===== config.mk =====
export PLATFORM = sky130hd
export DESIGN_NAME = imu_heading_top
export DESIGN_NICKNAME = d
export VERILOG_FILES = /design/src/rtl/imu_pkg.sv /design/src/rtl/cmd_framer.sv /design/src/rtl/imu_heading_top.sv /design/src/rtl/imu_sequencer.sv /design/src/rtl/resp_parser.sv /design/src/rtl/uart_rx.sv /design/src/rtl/uart_tx.sv
export SDC_FILE = /design/constraint.sdc
export NUM_CORES = 1
export LEC_CHECK = 0
export ABC_AREA = 1
export BUFFER_PORTS_ARGS = -buffer_cell sky130_fd_sc_hd__buf_2
export CAP_MARGIN = 20
export CORE_MARGIN = 2
export CORE_UTILIZATION = 35
export CTS_CLUSTER_SIZE = 40
export DETAILED_ROUTE_END_ITERATION = 6
export PLACE_DENSITY = 0.49
export SETUP_SLACK_MARGIN = 0.15
export SLEW_MARGIN = 10
export SYNTH_ARGS = -nofsm -noshare
export SYNTH_HDL_FRONTEND = slang
export SYNTH_HIERARCHICAL = 1
export SYNTH_SLANG_ARGS = --single-unit

===== constraint.sdc =====
create_clock -name clk -period 4 [get_ports clk]
set_input_delay 0.2 -clock clk [delete_from_list [all_inputs] [get_ports clk]]
set_output_delay 0.2 -clock clk [all_outputs]
set_load 0.01 [all_outputs]

===== src/rtl/imu_pkg.sv =====
package imu_pkg;

    typedef logic [7:0] byte_t;

    // frame header bytes
    localparam byte_t START_BYTE = 8'hAA;  // first byte of every command
    localparam byte_t ACK_HDR    = 8'hEE;  // status or error response
    localparam byte_t READ_HDR   = 8'hBB;  // successful read response
    localparam byte_t ACK_OK     = 8'h01;  // write accepted

    // sensor register map
    localparam byte_t REG_OPR_MODE    = 8'h3D;
    localparam byte_t REG_CALIB_STAT  = 8'h35;
    localparam byte_t REG_HEADING_LSB = 8'h1A;
    localparam byte_t REG_HEADING_MSB = 8'h1B;

    localparam byte_t MODE_FUSION = 8'h0C;        // absolute orientation fusion
    localparam logic [1:0] CALIB_READY = 2'd3;    // system calib field, bits 7:6

    typedef enum logic [7:0] {
        OP_WRITE = 8'h00,
        OP_READ  = 8'h01
    } reg_op_t;

    typedef enum logic [1:0] {
        RESP_ACK,   // EE frame, status byte
        RESP_DATA,  // BB frame, first data byte
        RESP_BAD    // unknown header
    } resp_kind_t;

    typedef enum logic [3:0] {
        ST_BOOT,
        ST_SET_MODE,
        ST_MODE_RESP,
        ST_CALIB,
        ST_CALIB_RESP,
        ST_HEAD_MSB,
        ST_MSB_RESP,
        ST_HEAD_LSB,
        ST_LSB_RESP
    } seq_state_t;

endpackage


===== src/rtl/cmd_framer.sv =====
`timescale 1ns/1ps

module cmd_framer (
    input  logic                clk,
    input  logic                rst,
    input  logic                cmd_valid,
    input  imu_pkg::reg_op_t    cmd_op,
    input  imu_pkg::byte_t      cmd_reg,
    input  imu_pkg::byte_t      cmd_data,
    input  logic                tx_ready,
    output logic                cmd_ready,
    output logic                cmd_done,
    output imu_pkg::byte_t      tx_byte,
    output logic                tx_valid
);

    typedef enum logic [1:0] {
        F_IDLE,
        F_SEND,
        F_DRAIN
    } frm_state_t;

    frm_state_t       state;
    logic [2:0]       byte_idx;
    logic             last_byte;
    imu_pkg::reg_op_t op_q;
    imu_pkg::byte_t   reg_q;
    imu_pkg::byte_t   data_q;

    assign cmd_ready = (state == F_IDLE);
    assign tx_valid  = (state == F_SEND);
    assign last_byte = (byte_idx == ((op_q == imu_pkg::OP_WRITE) ? 3'd4 : 3'd3));

    always_comb begin
        case (byte_idx)
            3'd0:    tx_byte = imu_pkg::START_BYTE;
            3'd1:    tx_byte = op_q;
            3'd2:    tx_byte = reg_q;
            3'd3:    tx_byte = 8'h01;  // length, always one register
            default: tx_byte = data_q;
        endcase
    end

    always_ff @(posedge clk) begin
        if (rst) begin
            state    <= F_IDLE;
            byte_idx <= '0;
            cmd_done <= 1'b0;
        end else begin
            cmd_done <= 1'b0;
            case (state)
                F_IDLE: begin
                    byte_idx <= '0;
                    if (cmd_valid) begin
                        state <= F_SEND;
                    end
                end
                F_SEND: begin
                    if (tx_ready) begin
                        if (last_byte) begin
                            state <= F_DRAIN;
                        end else begin
                            byte_idx <= byte_idx + 3'd1;
                        end
                    end
                end
                F_DRAIN: begin
                    if (tx_ready) begin  // last stop bit is out
                        cmd_done <= 1'b1;
                        state    <= F_IDLE;
                    end
                end
                default: state <= F_IDLE;
            endcase
        end
    end

    always_ff @(posedge clk) begin
        if (cmd_valid && cmd_ready) begin
            op_q   <= cmd_op;
            reg_q  <= cmd_reg;
            data_q <= cmd_data;
        end
    end

endmodule


===== src/rtl/imu_heading_top.sv =====
`timescale 1ns/1ps

module imu_heading_top #(
    parameter int CLKS_PER_BIT = 868,     // 100 MHz at 115200 baud
    parameter int BOOT_CYCLES  = 100_000
) (
    input  logic        clk,
    input  logic        rst,
    input  logic        rx,
    output logic        tx,
    output logic [15:0] heading,
    output logic        heading_valid
);

    logic                cmd_valid;
    logic                cmd_ready;
    logic                cmd_done;
    imu_pkg::reg_op_t    cmd_op;
    imu_pkg::byte_t      cmd_reg;
    imu_pkg::byte_t      cmd_data;
    imu_pkg::byte_t      tx_byte;
    logic                tx_valid;
    logic                tx_ready;
    imu_pkg::byte_t      rx_byte;
    logic                rx_valid;
    logic                resp_valid;
    imu_pkg::resp_kind_t resp_kind;
    imu_pkg::byte_t      resp_byte;

    uart_tx #(.CLKS_PER_BIT(CLKS_PER_BIT)) uart_tx_i (
        .clk(clk), .rst(rst), .tx_valid(tx_valid), .tx_byte(tx_byte),
        .tx_ready(tx_ready), .tx(tx)
    );

    uart_rx #(.CLKS_PER_BIT(CLKS_PER_BIT)) uart_rx_i (
        .clk(clk), .rst(rst), .rx(rx), .rx_byte(rx_byte), .rx_valid(rx_valid)
    );

    cmd_framer cmd_framer_i (
        .clk(clk), .rst(rst), .cmd_valid(cmd_valid), .cmd_op(cmd_op),
        .cmd_reg(cmd_reg), .cmd_data(cmd_data), .tx_ready(tx_ready),
        .cmd_ready(cmd_ready), .cmd_done(cmd_done), .tx_byte(tx_byte),
        .tx_valid(tx_valid)
    );

    resp_parser resp_parser_i (
        .clk(clk), .rst(rst), .rx_byte(rx_byte), .rx_valid(rx_valid),
        .resp_valid(resp_valid), .resp_kind(resp_kind), .resp_byte(resp_byte)
    );

    imu_sequencer #(.BOOT_CYCLES(BOOT_CYCLES)) imu_sequencer_i (
        .clk(clk), .rst(rst), .cmd_ready(cmd_ready), .cmd_done(cmd_done),
        .resp_valid(resp_valid), .resp_kind(resp_kind), .resp_byte(resp_byte),
        .cmd_valid(cmd_valid), .cmd_op(cmd_op), .cmd_reg(cmd_reg),
        .cmd_data(cmd_data), .heading(heading), .heading_valid(heading_valid)
    );

endmodule


===== src/rtl/imu_sequencer.sv =====
`timescale 1ns/1ps

module imu_sequencer #(
    parameter int BOOT_CYCLES = 100_000
) (
    input  logic                   clk,
    input  logic                   rst,
    input  logic                   cmd_ready,
    input  logic                   cmd_done,
    input  logic                   resp_valid,
    input  imu_pkg::resp_kind_t    resp_kind,
    input  imu_pkg::byte_t         resp_byte,
    output logic                   cmd_valid,
    output imu_pkg::reg_op_t       cmd_op,
    output imu_pkg::byte_t         cmd_reg,
    output imu_pkg::byte_t         cmd_data,
    output logic [15:0]            heading,
    output logic                   heading_valid
);

    localparam int BOOT_W = $clog2(BOOT_CYCLES + 1);

    imu_pkg::seq_state_t state;
    logic [BOOT_W-1:0]   boot_cnt;
    logic                sent_q;   // command accepted by framer
    logic                is_cmd_state;
    logic                is_data;
    imu_pkg::byte_t      msb_q;

    assign is_cmd_state = (state == imu_pkg::ST_SET_MODE) || (state == imu_pkg::ST_CALIB) ||
                          (state == imu_pkg::ST_HEAD_MSB) || (state == imu_pkg::ST_HEAD_LSB);
    assign cmd_valid = is_cmd_state && !sent_q;
    assign is_data   = (resp_kind == imu_pkg::RESP_DATA);

    // command fields follow the state pair
    always_comb begin
        cmd_op   = imu_pkg::OP_READ;
        cmd_reg  = imu_pkg::REG_HEADING_LSB;
        cmd_data = 8'h00;
        case (state)
            imu_pkg::ST_SET_MODE, imu_pkg::ST_MODE_RESP: begin
                cmd_op   = imu_pkg::OP_WRITE;
                cmd_reg  = imu_pkg::REG_OPR_MODE;
                cmd_data = imu_pkg::MODE_FUSION;
            end
            imu_pkg::ST_CALIB, imu_pkg::ST_CALIB_RESP: cmd_reg = imu_pkg::REG_CALIB_STAT;
            imu_pkg::ST_HEAD_MSB, imu_pkg::ST_MSB_RESP: cmd_reg = imu_pkg::REG_HEADING_MSB;
            default: cmd_reg = imu_pkg::REG_HEADING_LSB;
        endcase
    end

    always_ff @(posedge clk) begin
        if (rst) begin
            state         <= imu_pkg::ST_BOOT;
            boot_cnt      <= '0;
            sent_q        <= 1'b0;
            heading       <= '0;
            heading_valid <= 1'b0;
        end else begin
            heading_valid <= 1'b0;
            if (cmd_valid && cmd_ready) begin
                sent_q <= 1'b1;
            end
            if (is_cmd_state && sent_q && cmd_done) begin
                sent_q <= 1'b0;
                state  <= imu_pkg::seq_state_t'(state + 4'd1);  // to matching resp state
            end
            case (state)
                imu_pkg::ST_BOOT: begin
                    boot_cnt <= boot_cnt + BOOT_W'(1);
                    if (boot_cnt == BOOT_W'(BOOT_CYCLES - 1)) begin
                        state <= imu_pkg::ST_SET_MODE;
                    end
                end
                imu_pkg::ST_MODE_RESP: begin
                    if (resp_valid) begin
                        if (resp_kind == imu_pkg::RESP_ACK && resp_byte == imu_pkg::ACK_OK) begin
                            state <= imu_pkg::ST_CALIB;
                        end else begin
                            state <= imu_pkg::ST_SET_MODE;
                        end
                    end
                end
                imu_pkg::ST_CALIB_RESP: begin
                    if (resp_valid) begin
                        if (is_data && resp_byte[7:6] == imu_pkg::CALIB_READY) begin
                            state <= imu_pkg::ST_HEAD_MSB;
                        end else begin
                            state <= imu_pkg::ST_CALIB;  // poll again
                        end
                    end
                end
                imu_pkg::ST_MSB_RESP: begin
                    if (resp_valid) begin
                        state <= is_data ? imu_pkg::ST_HEAD_LSB : imu_pkg::ST_HEAD_MSB;
                    end
                end
                imu_pkg::ST_LSB_RESP: begin
                    if (resp_valid && is_data) begin
                        heading       <= {msb_q, resp_byte};  // same round msb
                        heading_valid <= 1'b1;
                        state         <= imu_pkg::ST_HEAD_MSB;
                    end else if (resp_valid) begin
                        state <= imu_pkg::ST_HEAD_LSB;
                    end
                end
                default: ;
            endcase
        end
    end

    always_ff @(posedge clk) begin
        if (state == imu_pkg::ST_MSB_RESP && resp_valid && is_data) begin
            msb_q <= resp_byte;
        end
    end

endmodule


===== src/rtl/resp_parser.sv =====
`timescale 1ns/1ps

module resp_parser (
    input  logic                   clk,
    input  logic                   rst,
    input  imu_pkg::byte_t         rx_byte,
    input  logic                   rx_valid,
    output logic                   resp_valid,
    output imu_pkg::resp_kind_t    resp_kind,
    output imu_pkg::byte_t         resp_byte
);

    imu_pkg::resp_kind_t kind_q;
    logic [8:0]          cnt_q;    // bytes taken so far in this frame
    logic [8:0]          len_q;    // total frame length for BB frames
    imu_pkg::byte_t      first_q;  // first data byte
    logic                frame_end;

    assign resp_valid = rx_valid && frame_end;

    always_comb begin
        frame_end = 1'b0;
        resp_kind = kind_q;
        resp_byte = first_q;
        if (cnt_q == 9'd0) begin
            if (rx_byte != imu_pkg::ACK_HDR && rx_byte != imu_pkg::READ_HDR) begin
                frame_end = 1'b1;
                resp_kind = imu_pkg::RESP_BAD;
                resp_byte = rx_byte;
            end
        end else if (cnt_q == 9'd1) begin
            if (kind_q == imu_pkg::RESP_ACK) begin
                frame_end = 1'b1;
                resp_byte = rx_byte;  // status
            end else if (rx_byte == 8'h00) begin
                frame_end = 1'b1;     // read with no data
                resp_kind = imu_pkg::RESP_BAD;
                resp_byte = rx_byte;
            end
        end else if (cnt_q + 9'd1 == len_q) begin
            frame_end = 1'b1;
            if (cnt_q == 9'd2) begin
                resp_byte = rx_byte;
            end
        end
    end

    always_ff @(posedge clk) begin
        if (rst) begin
            cnt_q  <= '0;
            kind_q <= imu_pkg::RESP_ACK;
        end else if (rx_valid) begin
            if (frame_end) begin
                cnt_q <= '0;
            end else begin
                cnt_q <= cnt_q + 9'd1;
                if (cnt_q == 9'd0) begin
                    if (rx_byte == imu_pkg::ACK_HDR) begin
                        kind_q <= imu_pkg::RESP_ACK;
                    end else begin
                        kind_q <= imu_pkg::RESP_DATA;
                    end
                end
            end
        end
    end

    // length and data capture
    always_ff @(posedge clk) begin
        if (rx_valid && cnt_q == 9'd1) begin
            len_q <= 9'(rx_byte) + 9'd2;
        end
        if (rx_valid && cnt_q == 9'd2) begin
            first_q <= rx_byte;
        end
    end

endmodule


===== src/rtl/uart_rx.sv =====
`timescale 1ns/1ps

module uart_rx #(
    parameter int CLKS_PER_BIT = 868
) (
    input  logic              clk,
    input  logic              rst,
    input  logic              rx,
    output imu_pkg::byte_t    rx_byte,
    output logic              rx_valid
);

    localparam int CNT_W = $clog2(CLKS_PER_BIT + 1);

    typedef enum logic [1:0] {
        RX_IDLE,
        RX_START,
        RX_DATA,
        RX_STOP
    } rx_state_t;

    rx_state_t        state;
    logic             rx_meta;
    logic             rx_sync;
    logic             rx_prev;
    logic [CNT_W-1:0] clk_cnt;
    logic [2:0]       bit_idx;
    imu_pkg::byte_t   shreg;

    assign rx_byte = shreg;

    // two-flop synchronizer plus edge history
    always_ff @(posedge clk) begin
        if (rst) begin
            rx_meta <= 1'b1;
            rx_sync <= 1'b1;
            rx_prev <= 1'b1;
        end else begin
            rx_meta <= rx;
            rx_sync <= rx_meta;
            rx_prev <= rx_sync;
        end
    end

    always_ff @(posedge clk) begin
        if (rst) begin
            state    <= RX_IDLE;
            clk_cnt  <= '0;
            bit_idx  <= '0;
            rx_valid <= 1'b0;
        end else begin
            rx_valid <= 1'b0;
            clk_cnt  <= clk_cnt + CNT_W'(1);
            case (state)
                RX_IDLE: begin
                    clk_cnt <= '0;
                    if (rx_prev && !rx_sync) begin
                        state <= RX_START;  // falling edge
                    end
                end
                RX_START: begin
                    if (clk_cnt == CNT_W'(CLKS_PER_BIT / 2 - 1)) begin
                        clk_cnt <= '0;
                        bit_idx <= '0;
                        state   <= rx_sync ? RX_IDLE : RX_DATA;  // glitch check
                    end
                end
                RX_DATA: begin
                    if (clk_cnt == CNT_W'(CLKS_PER_BIT - 1)) begin
                        clk_cnt <= '0;
                        bit_idx <= bit_idx + 3'd1;
                        if (bit_idx == 3'd7) begin
                            state <= RX_STOP;
                        end
                    end
                end
                RX_STOP: begin
                    if (clk_cnt == CNT_W'(CLKS_PER_BIT - 1)) begin
                        rx_valid <= rx_sync;  // framing error drops the byte
                        state    <= RX_IDLE;
                    end
                end
                default: state <= RX_IDLE;
            endcase
        end
    end

    // data arrives lsb first
    always_ff @(posedge clk) begin
        if (state == RX_DATA && clk_cnt == CNT_W'(CLKS_PER_BIT - 1)) begin
            shreg <= {rx_sync, shreg[7:1]};
        end
    end

endmodule


===== src/rtl/uart_tx.sv =====
`timescale 1ns/1ps

module uart_tx #(
    parameter int CLKS_PER_BIT = 868
) (
    input  logic              clk,
    input  logic              rst,
    input  logic              tx_valid,
    input  imu_pkg::byte_t    tx_byte,
    output logic              tx_ready,
    output logic              tx
);

    localparam int CNT_W = $clog2(CLKS_PER_BIT + 1);

    logic             busy;
    logic [CNT_W-1:0] clk_cnt;
    logic [3:0]       bit_idx;   // 0 start, 1..8 data, 9 stop
    logic [8:0]       frame_q;

    assign tx_ready = !busy;

    always_ff @(posedge clk) begin
        if (rst) begin
            busy    <= 1'b0;
            clk_cnt <= '0;
            bit_idx <= '0;
            tx      <= 1'b1;  // line idles high
        end else if (!busy) begin
            if (tx_valid) begin
                busy    <= 1'b1;
                clk_cnt <= '0;
                bit_idx <= '0;
                tx      <= 1'b0;  // start bit goes out right away
            end
        end else if (clk_cnt == CNT_W'(CLKS_PER_BIT - 1)) begin
            clk_cnt <= '0;
            if (bit_idx == 4'd9) begin
                busy <= 1'b0;  // stop bit done
            end else begin
                bit_idx <= bit_idx + 4'd1;
                tx      <= frame_q[bit_idx];
            end
        end else begin
            clk_cnt <= clk_cnt + CNT_W'(1);
        end
    end

    // stop above data, lsb first
    always_ff @(posedge clk) begin
        if (!busy && tx_valid) begin
            frame_q <= {1'b1, tx_byte};
        end
    end

endmodule


==> impl_metrics.env, run 1 <==
export IMPL_ys_flop_type="dfxtp_1"
export IMPL_p_seq_frac=0.464
export IMPL_finalSetupViolCount=0
export IMPL_area_growth_pct=10.5
export IMPL_cts_root_buffer="clkbuf_16"
export IMPL_synth_edf_count=65
export IMPL_initial_core_util=0.355
export IMPL_gr_total_overflow=0
export IMPL_synth_top_cell_by_area="edfxtp_1"
export IMPL_drc=0
export IMPL_p_sw_frac=0.273
export IMPL_die_w_um=161
export IMPL_cts_tree="yes"
export IMPL_synthArstFlopShare=0
export IMPL_setup_ws_ns=0.638
export IMPL_syn_area_sq_um=8590
export IMPL_n_antenna_cell=0
export IMPL_tightest_slew_ns=0.904
export IMPL_switching_power_mw=1.04
export IMPL_pwr_share_comb=0.120
export IMPL_grt_use_met3=0.0274
export IMPL_end_kind="flip-flop"
export IMPL_firstDrtPassIters=5
export IMPL_utilization=0.393
export IMPL_io_pins=21
export IMPL_vias=6744
export IMPL_cts_buffer_depth=2
export IMPL_fin_skew_ns=0.0140
export IMPL_drv_slew=0
export IMPL_hold_path_class="in2reg"
export IMPL_clock_latency_ns=0.42
export IMPL_use_met2=0.230
export IMPL_cts_resized=0
export IMPL_numCtsBuffers=17
export IMPL_antenna_found_initial=0
export IMPL_grt_busiest_layer="met2"
export IMPL_drtAntennaViolNets=0
export IMPL_drive_gt1_frac=0.120
export IMPL_wirelength_um=18500
export IMPL_arrival_ns=3.41
export IMPL_synth_top_area_frac=0.227
export IMPL_internal_power_mw=2.77
export IMPL_setup_tns_ns=0
export IMPL_synth_cell_types=48
export IMPL_cts_sinks=155
export IMPL_maxCapViolCount=0
export IMPL_globalplace_congestion=0.845
export IMPL_fmax_mhz=297
export IMPL_hold_buffers=1
export IMPL_grt_pass1_wl_um=31100
export IMPL_hold_viol=0
export IMPL_fin_crit_ns=3.36
export IMPL_drtIter0Drc=345
export IMPL_yosysMostFrequentCell="nand2_1"
export IMPL_synthTopCellsByArea="edfxtp_1 (23%), dfxtp_1 (21%), nand2_1 (11%), inv_1 (6.1%), nand3_1 (5.4%)"
export IMPL_r2r_slack_ns=0.64
export IMPL_path_max_fanout=10
export IMPL_cp_start_kind="flip-flop"
export IMPL_synth_area_per_cell_sq_um=7.78
export IMPL_row_count=57
export IMPL_ys_ff_latch=155
export IMPL_synthCells=1104
export IMPL_synth_seq_area_share=0.437
export IMPL_grt_setup_unrepaired="false"
export IMPL_power_density_nw_per_um2=402
export IMPL_vdd_drop_max_mv=0.262
export IMPL_fp_dieH_um=161
export IMPL_synth_common_cells="nand2_1 (252), inv_1 (139), nor2_1 (120)"
export IMPL_wl_per_cell_um=12.6
export IMPL_pwr_share_clk=0.416
export IMPL_grtUsageMet1=0.208
export IMPL_cts_setup_buffers=0
export IMPL_pre_cts_ws_ns=0.598
export IMPL_ys_warnings_count=6
export IMPL_grt_pass1_vias=6156
export IMPL_die_area_sq_um=25800
export IMPL_p_leak_nw=3.98
export IMPL_h_tree_depth=4
export IMPL_finalCritPeriodShare=0.841
export IMPL_status="complete, no violations"
export IMPL_crit_required_ns=4.05
export IMPL_numPortBuffers=20
export IMPL_core_sq_um=24200
export IMPL_post_dp_hpwl_um=13200
export IMPL_track_usage=0.147
export IMPL_nNetsFinal=1149
export IMPL_clkTransAtPathRegs_ns=0.06
export IMPL_viasPerCell=4.62
export IMPL_critPathKind="reg2reg"
export IMPL_grt_max_degree=40
export IMPL_maxSlewHeadroom=0.397
==> area by class of cell <==
cell class                 count  area (sq um)
fill                        2494         14700
sequential                   155          3750
inverter                     156           591
clock inverter                14           144
multi-input combinational    767          4020
clock buffer                  17           425
tap                          324           405
timing repair buffer          26           148
==> worst paths after layout <==
path,from,to,depth (start not counted)
max,resp_parser_i/cnt_q[1]$_SDFFE_PP0P_,imu_sequencer_i/msb_q[3]$_DFFE_PP_,15
max reg2reg,resp_parser_i/cnt_q[1]$_SDFFE_PP0P_,imu_sequencer_i/msb_q[3]$_DFFE_PP_,15
min,rst,imu_sequencer_i/boot_cnt[11]$_SDFFE_PP0P_,2
min reg2reg,uart_rx_i/rx_meta$_SDFF_PP1_,uart_rx_i/rx_sync$_SDFF_PP1_,1
==> power groups by stage <==
stage | clock network (mW) | logic [mW] | registers (mW)
6_report | 1.58 | 0.459 | 1.77
5_1_grt | 1.70 | 0.525 | 1.78
4_1_cts | 1.64 | 0.466 | 1.77
3_5_place_dp | 0 | 0.465 | 1.80
3_3_place_gp | 0 | 0.465 | 1.81
2_1_floorplan | 0 | 0.399 | 1.78
==> metal layers <==
metal,vias to the layer above,wire [um]
li1,3611,-
met1,3018,9530
met2,99,8170
met3,16,522
met4,0,232
met5,-,0
==> worst max-delay path, stage by stage (launching register included) <==
cell	delay, ns
dfxtp_1	0.43
ha_1	0.28
nand2_2	0.12
nor2_2	0.15
nand2_1	0.07
nand2_1	0.07
nand2_1	0.06
nand2_1	0.06
nand2_1	0.12
nor2_8	0.19
nand3_1	0.10
nand2_1	0.10
nand2_4	0.11
a21oi_1	0.33
nand3_1	0.21
nor2_1	0.60
==> registers in the layout, summed over array words and instances, names as in the netlist, 2 cells and up, named ones only <==
signal and cells:
uart_rx_i/bit_idx 3, cmd_framer_i/byte_idx 3, uart_tx_i/frame_q 8, cmd_framer_i/state 2
imu_sequencer_i/msb_q 8, imu_sequencer_i/heading 16, resp_parser_i/cnt_q 9, uart_rx_i/clk_cnt 10
resp_parser_i/first_q 8, resp_parser_i/len_q 9, uart_tx_i/bit_idx 4, cmd_framer_i/reg_q 8
uart_rx_i/rx_byte 8, uart_tx_i/clk_cnt 10, cmd_framer_i/op_q 8, cmd_framer_i/data_q 8
imu_sequencer_i/boot_cnt 17, imu_sequencer_i/state 4
==> kinds of logic after synthesis <==
kind of cell    synth area share
simple gates               0.329
buf+inv                    0.101
flops                      0.437
compound gates            0.0843
fa+ha+maj                 0.0335
xor+xnor                  0.0143
other cells             0.000874
==> through the flow <==
stage | hold slack [ns] | cells | cell area, sq um | power, mW
finish | 0.0488 | 1459 | 9490 | 3.81
global route | 0.0453 | 1459 | 9490 | 4.00
CTS | 0.0314 | 1459 | 9490 | 3.87
detailed placement | 0.384 | 1427 | 8910 | 2.27
global placement | 0.383 | 1427 | 8910 | 2.27
floorplan | 0.269 | 1118 | 8640 | 2.18
==> layout by cell type, fill, tap and decap left out, drive strengths merged <==
master / count
nand3b: 7
edfxtp: 65
buf: 25
clkinvlp: 3
conb: 16
bufinv: 2
inv: 157
xor2: 12
a21oi: 60
nor2: 145
a221oi: 5
dlygate4sd3: 1
o21ai: 44
clkbuf: 17
clkinv: 8
nand3: 103
xnor2: 2
a21o: 3
o22ai: 10
a21boi: 2
o21a: 1
or2: 3
ha: 23
o21bai: 5
nand2: 271
dfxtp: 90
nor3: 17
a211oi: 1
nand4: 29
nor4: 8
(Power assumes the default switching activity.)
==> run 2, diff against run 1 <==
--- a/config.mk
+++ b/config.mk
@@ -12,7 +12,7 @@
 export CORE_UTILIZATION = 35
 export CTS_CLUSTER_SIZE = 40
 export DETAILED_ROUTE_END_ITERATION = 6
-export PLACE_DENSITY = 0.49
+export PLACE_DENSITY = 0.5
 export SETUP_SLACK_MARGIN = 0.15
 export SLEW_MARGIN = 10
 export SYNTH_ARGS = -nofsm -noshare
==> constraint.sdc (replaced) <==
create_clock -name clk -period 2.97 [get_ports clk]
set_input_delay 0.1485 -clock clk [delete_from_list [all_inputs] [get_ports clk]]
set_output_delay 0.1485 -clock clk [all_outputs]
set_load 0.01 [all_outputs]
==> run 2 against run 1 <==
Compared with the run above: utilization is 0.95 points higher; cell count is 1.5% higher; power is 35% higher; hold slack better by 0.12 ns; register-to-register slack worse by 0.26 ns; global-route usage is 0.48 points higher; critical path depth is 3 higher; via count is 2.6% higher; design area is 2.4% higher; first-iteration DRC count is 13% higher.
==> impl_metrics.env, run 2 (synthesized netlist as in run 1, its figures left out) <==
export IMPL_drtAntennaViolNets=0
export IMPL_final_cells=1481
export IMPL_hold_path_class="in2reg"
export IMPL_met3_length_um=535
export IMPL_hold_viol=0
export IMPL_grt_setup_unrepaired="true"
export IMPL_cp_start_kind="flip-flop"
export IMPL_vdd_drop_max_mv=0.362
export IMPL_fin_skew_ns=0.0220
export IMPL_stdcell_area_sq_um=9720
export IMPL_wirelength_um=18700
export IMPL_gr_total_overflow=0
export IMPL_post_dp_hpwl_um=13300
export IMPL_drc=0
export IMPL_finalSetupViolCount=0
export IMPL_maxCapViolCount=0
export IMPL_fin_crit_ns=2.60
export IMPL_core_sq_um=24200
export IMPL_status="complete, no violations"
export IMPL_cts_root_buffer="clkbuf_16"
export IMPL_fmax_mhz=385
export IMPL_placed_cells=1440
export IMPL_end_kind="flip-flop"
export IMPL_die_area_sq_um=25800
export IMPL_fp_dieH_um=161
export IMPL_p_leak_nw=4.09
export IMPL_nFillCells=2476
export IMPL_final_cell_mix="nand2_1 (250), inv_1 (139), nor2_1 (118)"
export IMPL_path_max_fanout=8
export IMPL_antenna_found_initial=0
export IMPL_firstDrtPassIters=5
export IMPL_m1WireLength_um=9550
export IMPL_area_growth_pct=13.1
export IMPL_n_antenna_cell=0
export IMPL_drive_gt1_frac=0.145
export IMPL_h_tree_depth=4
export IMPL_finalCritPeriodShare=0.874
export IMPL_grt_max_degree=30
export IMPL_largest_reg_flops=17
export IMPL_numCtsBuffers=17
export IMPL_setup_tns_ns=0
export IMPL_critPathKind="reg2reg"
export IMPL_largest_register="imu_sequencer_i/boot_cnt"
export IMPL_drtIter0Drc=390
export IMPL_grt_pass1_vias=6623
export IMPL_clkTransAtPathRegs_ns=0.06
export IMPL_wl_met2_um=8320
export IMPL_drv_slew=0
export IMPL_globalplace_congestion=0.832
export IMPL_placed_area_sq_um=9010
export IMPL_clock_latency_ns=0.43
export IMPL_initial_core_util=0.355
export IMPL_final_common_cell="nand2_1"
export IMPL_grt_pass1_wl_um=32100
export IMPL_row_count=57
export IMPL_viasPerCell=4.67
export IMPL_arrival_ns=2.96
export IMPL_cts_tree="yes"
export IMPL_cts_buffer_depth=2
export IMPL_die_w_um=161
export IMPL_maxSlewHeadroom=0.478
export IMPL_crit_required_ns=3.33
export IMPL_track_usage=0.152
export IMPL_power_density_nw_per_um2=528
export IMPL_wl_per_cell_um=12.7
export IMPL_pre_cts_ws_ns=0.107
export IMPL_tightest_slew_ns=0.782
export IMPL_nNetsFinal=1170
export IMPL_setup_ws_ns=0.373
export IMPL_top_layer="met4"
export IMPL_vias=6917
export IMPL_numPortBuffers=20
export IMPL_cts_sinks=155
export IMPL_io_pins=21
export IMPL_biggestRegsByFlops="imu_sequencer_i/boot_cnt x17, imu_sequencer_i/heading x16"
==> run 2: critical path, cell delays in order (launching register included) <==
cell and delay, ns:
dfxtp_4 0.39, ha_4 0.16, nand2_2 0.10, o21bai_1 0.23, nand2_1 0.11, nand2_1 0.10, nand3_2 0.14, nor2_8 0.18
nand3_4 0.14, nand2_1 0.10, nand3_1 0.07, a21o_1 0.21, inv_1 0.08, nand3_1 0.07, nor2_1 0.11, nand3_1 0.09
nand3_1 0.09, nand3_1 0.07, nand2_1 0.09
==> run 2: per-stage QoR <==
stage | hold WS (ns) | total power, mW | util
2_1_floorplan | 0.218 | 2.93 | -
3_3_place_gp | 0.346 | 3.06 | 0.373
3_5_place_dp | 0.357 | 3.06 | 0.373
4_1_cts | 0.156 | 5.22 | 0.397
5_1_grt | 0.214 | 5.39 | 0.402
6_report | 0.172 | 5.13 | 0.402
==> run 2: worst paths after layout <==
kind,start,end,cells past startpoint,slack (ns)
setup / recovery,resp_parser_i/cnt_q[0]$_SDFFE_PP0P_,imu_sequencer_i/state[1]$_SDFF_PP0_,18,0.37
hold / removal,rst,imu_sequencer_i/state[2]$_SDFF_PP0_,2,0.17
setup reg to reg,resp_parser_i/cnt_q[0]$_SDFFE_PP0P_,imu_sequencer_i/state[1]$_SDFF_PP0_,18,0.37
hold reg to reg,uart_rx_i/rx_meta$_SDFF_PP1_,uart_rx_i/rx_sync$_SDFF_PP1_,1,0.41
==> run 2: area by class of cell <==
type	instances	area, sq um	area share
Timing Repair Buffer	47	309	0.0318
Clock buffer	22	454	0.0467
Clock inverter	10	118	0.0121
Multi-Input combinational cell	767	4080	0.420
Sequential cell	155	3760	0.387
Tap cell	324	405	0.0417
Inverter	156	591	0.0608
==> run 2: repair_timing <==
item	4_1_cts	5_1_grt
pin swaps	0	4
gates resized for setup	2	16
buffers inserted	0	8
hold endpoints to repair	1	0
setup endpoints to repair	15	27
hold buffers	1	0
==> run 2: power by group <==
part | leakage, nW | switching [mW] | internal [mW]
Combinational | 2.51 | 0.419 | 0.202
Clock | 0.269 | 0.871 | 1.26
Sequential | 1.31 | 0.0812 | 2.30
Total | 4.09 | 1.37 | 3.76
==> run 2: per-layer routing <==
layer	track usage	vias up
met5	0	-
met4	0.0561	0
met3	0.0253	28
met2	0.243	116
met1	0.207	3114
li1	-	3659
==> run 3, diff against run 2 <==
--- a/config.mk
+++ b/config.mk
@@ -5,7 +5,6 @@
 export SDC_FILE = /design/constraint.sdc
 export NUM_CORES = 1
 export LEC_CHECK = 0
-export ABC_AREA = 1
 export BUFFER_PORTS_ARGS = -buffer_cell sky130_fd_sc_hd__buf_2
 export CAP_MARGIN = 20
 export CORE_MARGIN = 2
==> run 3 against run 2 <==
Compared with the run above: cell count shrank 26%; critical path depth decreased by 5; non-clock buffer count increased by 9; first-iteration DRC count down 31%; design area is 7.6% lower; die area fell by 9.2%; synthesized cell count decreased by 32%; global-route usage decreased by 1.1 points; utilization up 0.93 points; routed wire length shrank 14%; power fell by 12%; largest cell class is now flip-flops and latches.
==> impl_metrics.env, run 3 <==
export IMPL_track_usage=0.141
export IMPL_drc=0
export IMPL_cts_root_buffer="clkbuf_16"
export IMPL_numCtsBuffers=17
export IMPL_drv_slew=0
export IMPL_die_w_um=153
export IMPL_yosysMostFrequentCell="dfxtp_1"
export IMPL_top_layer="met4"
export IMPL_post_dp_hpwl_um=11100
export IMPL_viasPerCell=5.16
export IMPL_vias=5643
export IMPL_synth_area_per_cell_sq_um=10.3
export IMPL_maxCapViolCount=0
export IMPL_core_sq_um=21800
export IMPL_critPathKind="reg2reg"
export IMPL_final_cell_mix="dfxtp_1 (85), nand2_1 (81), edfxtp_1 (65)"
export IMPL_power_density_nw_per_um2=502
export IMPL_io_pins=21
export IMPL_hold_viol=0
export IMPL_finalSetupViolCount=0
export IMPL_ys_ff_latch=155
export IMPL_nFillCells=2087
export IMPL_ys_warnings_count=6
export IMPL_cts_sinks=155
export IMPL_initial_core_util=0.356
export IMPL_end_kind="flip-flop"
export IMPL_maxSlewHeadroom=0.416
export IMPL_fin_skew_ns=0.00966
export IMPL_syn_area_sq_um=7780
export IMPL_status="complete, no violations"
export IMPL_globalplace_congestion=0.796
export IMPL_fp_dieH_um=153
export IMPL_utilization=0.411
export IMPL_nNetsFinal=826
export IMPL_grt_pass1_wl_um=27100
export IMPL_m1WireLength_um=7490
export IMPL_clkTransAtPathRegs_ns=0.06
export IMPL_ys_flop_type="dfxtp_1"
export IMPL_synthCells=755
export IMPL_tightest_slew_ns=0.869
export IMPL_synthTopCellsByArea="edfxtp_1 (25%), dfxtp_1 (23%), nand2_1 (3.9%), ha_1 (3.7%), a21oi_1 (2.8%)"
export IMPL_numPortBuffers=20
export IMPL_hold_path_class="in2reg"
export IMPL_p_leak_nw=3.24
export IMPL_drtAntennaViolNets=0
export IMPL_wirelength_um=16100
export IMPL_synth_seq_area_share=0.483
export IMPL_arrival_ns=3.23
export IMPL_placed_cells=1050
export IMPL_crit_required_ns=3.25
export IMPL_largest_register="imu_sequencer_i/boot_cnt"
export IMPL_final_common_cell="dfxtp_1"
export IMPL_fmax_mhz=339
export IMPL_path_max_fanout=8
export IMPL_synthArstFlopShare=0
export IMPL_synth_top_cell_by_area="edfxtp_1"
export IMPL_grt_setup_unrepaired="true"
export IMPL_h_tree_depth=4
export IMPL_area_growth_pct=15.4
export IMPL_cp_start_kind="flip-flop"
export IMPL_drive_gt1_frac=0.185
export IMPL_clock_latency_ns=0.42
export IMPL_row_count=54
export IMPL_finalCritPeriodShare=0.993
export IMPL_synth_cell_types=97
export IMPL_wl_met2_um=7940
export IMPL_fin_hold_ws_ns=0.192
export IMPL_cts_buffer_depth=2
export IMPL_n_antenna_cell=0
export IMPL_setup_tns_ns=0
export IMPL_die_area_sq_um=23400
export IMPL_synth_edf_count=65
export IMPL_wl_per_cell_um=14.7
export IMPL_grt_max_degree=36
export IMPL_final_cells=1093
export IMPL_cts_tree="yes"
export IMPL_fin_crit_ns=2.95
export IMPL_grt_pass1_vias=5397
export IMPL_met3_length_um=438
export IMPL_firstDrtPassIters=7
export IMPL_multiInputGateArea_sq_um=3750
export IMPL_biggestRegsByFlops="imu_sequencer_i/boot_cnt x17, imu_sequencer_i/heading x16"
export IMPL_synth_top_area_frac=0.251
export IMPL_drtIter0Drc=270
export IMPL_synth_common_cells="dfxtp_1 (90), nand2_1 (81), edfxtp_1 (65)"
export IMPL_antenna_found_initial=0
export IMPL_regArea_sq_um=3760
export IMPL_largest_reg_flops=17
export IMPL_gr_total_overflow=0
export IMPL_vdd_drop_max_mv=0.316
run 3: cell types whose count changed after synthesis, sizes merged, moves of 15 or more:
cell	before	now
inv	154	30
nor2	145	67
nand2	271	81
xnor2	2	22
o21ai	44	16
a21oi	60	44
nand3	103	33
nand4	29	14
run 3: worst paths after layout:
path,start,end,slack [ns],cells after the start
worst max-delay path,resp_parser_i/cnt_q[1]$_SDFFE_PP0P_,imu_sequencer_i/state[2]$_SDFF_PP0_,0.02,13
worst min-delay path,rst,uart_tx_i/busy$_SDFF_PP0_,0.19,2
worst max register to register,resp_parser_i/cnt_q[1]$_SDFFE_PP0P_,imu_sequencer_i/state[2]$_SDFF_PP0_,0.02,13
worst min register to register,uart_rx_i/rx_meta$_SDFF_PP1_,uart_rx_i/rx_sync$_SDFF_PP1_,0.41,1
run 3: cells by family (layout without fill, tap and decap cells):
family / Yosys count / in the layout / share of synthesized area
muxes: 9 / 9 / 0.0134
buffers and inverters: 76 / 120 / 0.0516
and+or+nand+nor: 304 / 304 / 0.226
xor gates and xnor gates: 44 / 44 / 0.0515
DFF: 155 / 155 / 0.483
adders and majority gates: 23 / 23 / 0.0370
AOI/OAI and AO/OA: 142 / 142 / 0.137
other: 2 / 16 / 0.000966
run 3: area by class of cell:
| type | count | share of cell area |
|---|---|---|
| Sequential cell | 155 | 0.419 |
| Multi-Input combinational cell | 538 | 0.418 |
| Clock buffer | 24 | 0.0608 |
| Timing Repair Buffer | 56 | 0.0420 |
| Tap cell | 280 | 0.0390 |
| Inverter | 32 | 0.0134 |
| Clock inverter | 8 | 0.00739 |
run 3: metrics by stage:
step / instance area, sq um / setup WS (ns) / power [mW]
after CTS: 8940 / 0.0683 / 4.57
after global routing: 8980 / -0.0835 / 4.69
after detailed placement: 8220 / -0.0127 / 2.35
after global placement: 8220 / 0.0787 / 2.34
after floorplan: 7870 / 0.154 / 2.34
final: 8980 / 0.0215 / 4.51
run 3: report_power, final:
group,leakage (nW),internal [mW],switching (mW)
registers,1.31,2.21,0.0120
clock network,0.300,1.30,0.908
logic,1.63,0.0237,0.0502
total,3.24,3.54,0.971
run 3: per-layer routing:
layer / up-vias / global-route usage
met1: 2746 / 0.180
met2: 73 / 0.234
met5: - / 0
li1: 2809 / -
met4: 0 / 0.0467
met3: 15 / 0.0343
run 3: worst max-delay path, cell delays in order (launching register included):
cell and delay (ns):
dfxtp_4 0.37, ha_4 0.18, buf_6 0.13, nor4_2 0.34, a31o_1 0.20, a31oi_4 0.13, o311ai_4 0.34, nand3_4 0.16
a22o_4 0.30, and4b_1 0.22, nand3_1 0.08, nand3_1 0.08, a22oi_1 0.18, a21oi_1 0.08
run 3: timing repair:
item / CTS / global route
buffers inserted: 8 / 2
hold buffers: 1 / 0
hold endpoints to repair: 1 / 0
gates resized for setup: 11 / 3
endpoints found under the setup margin: 18 / 18
pin swaps: 11 / 6
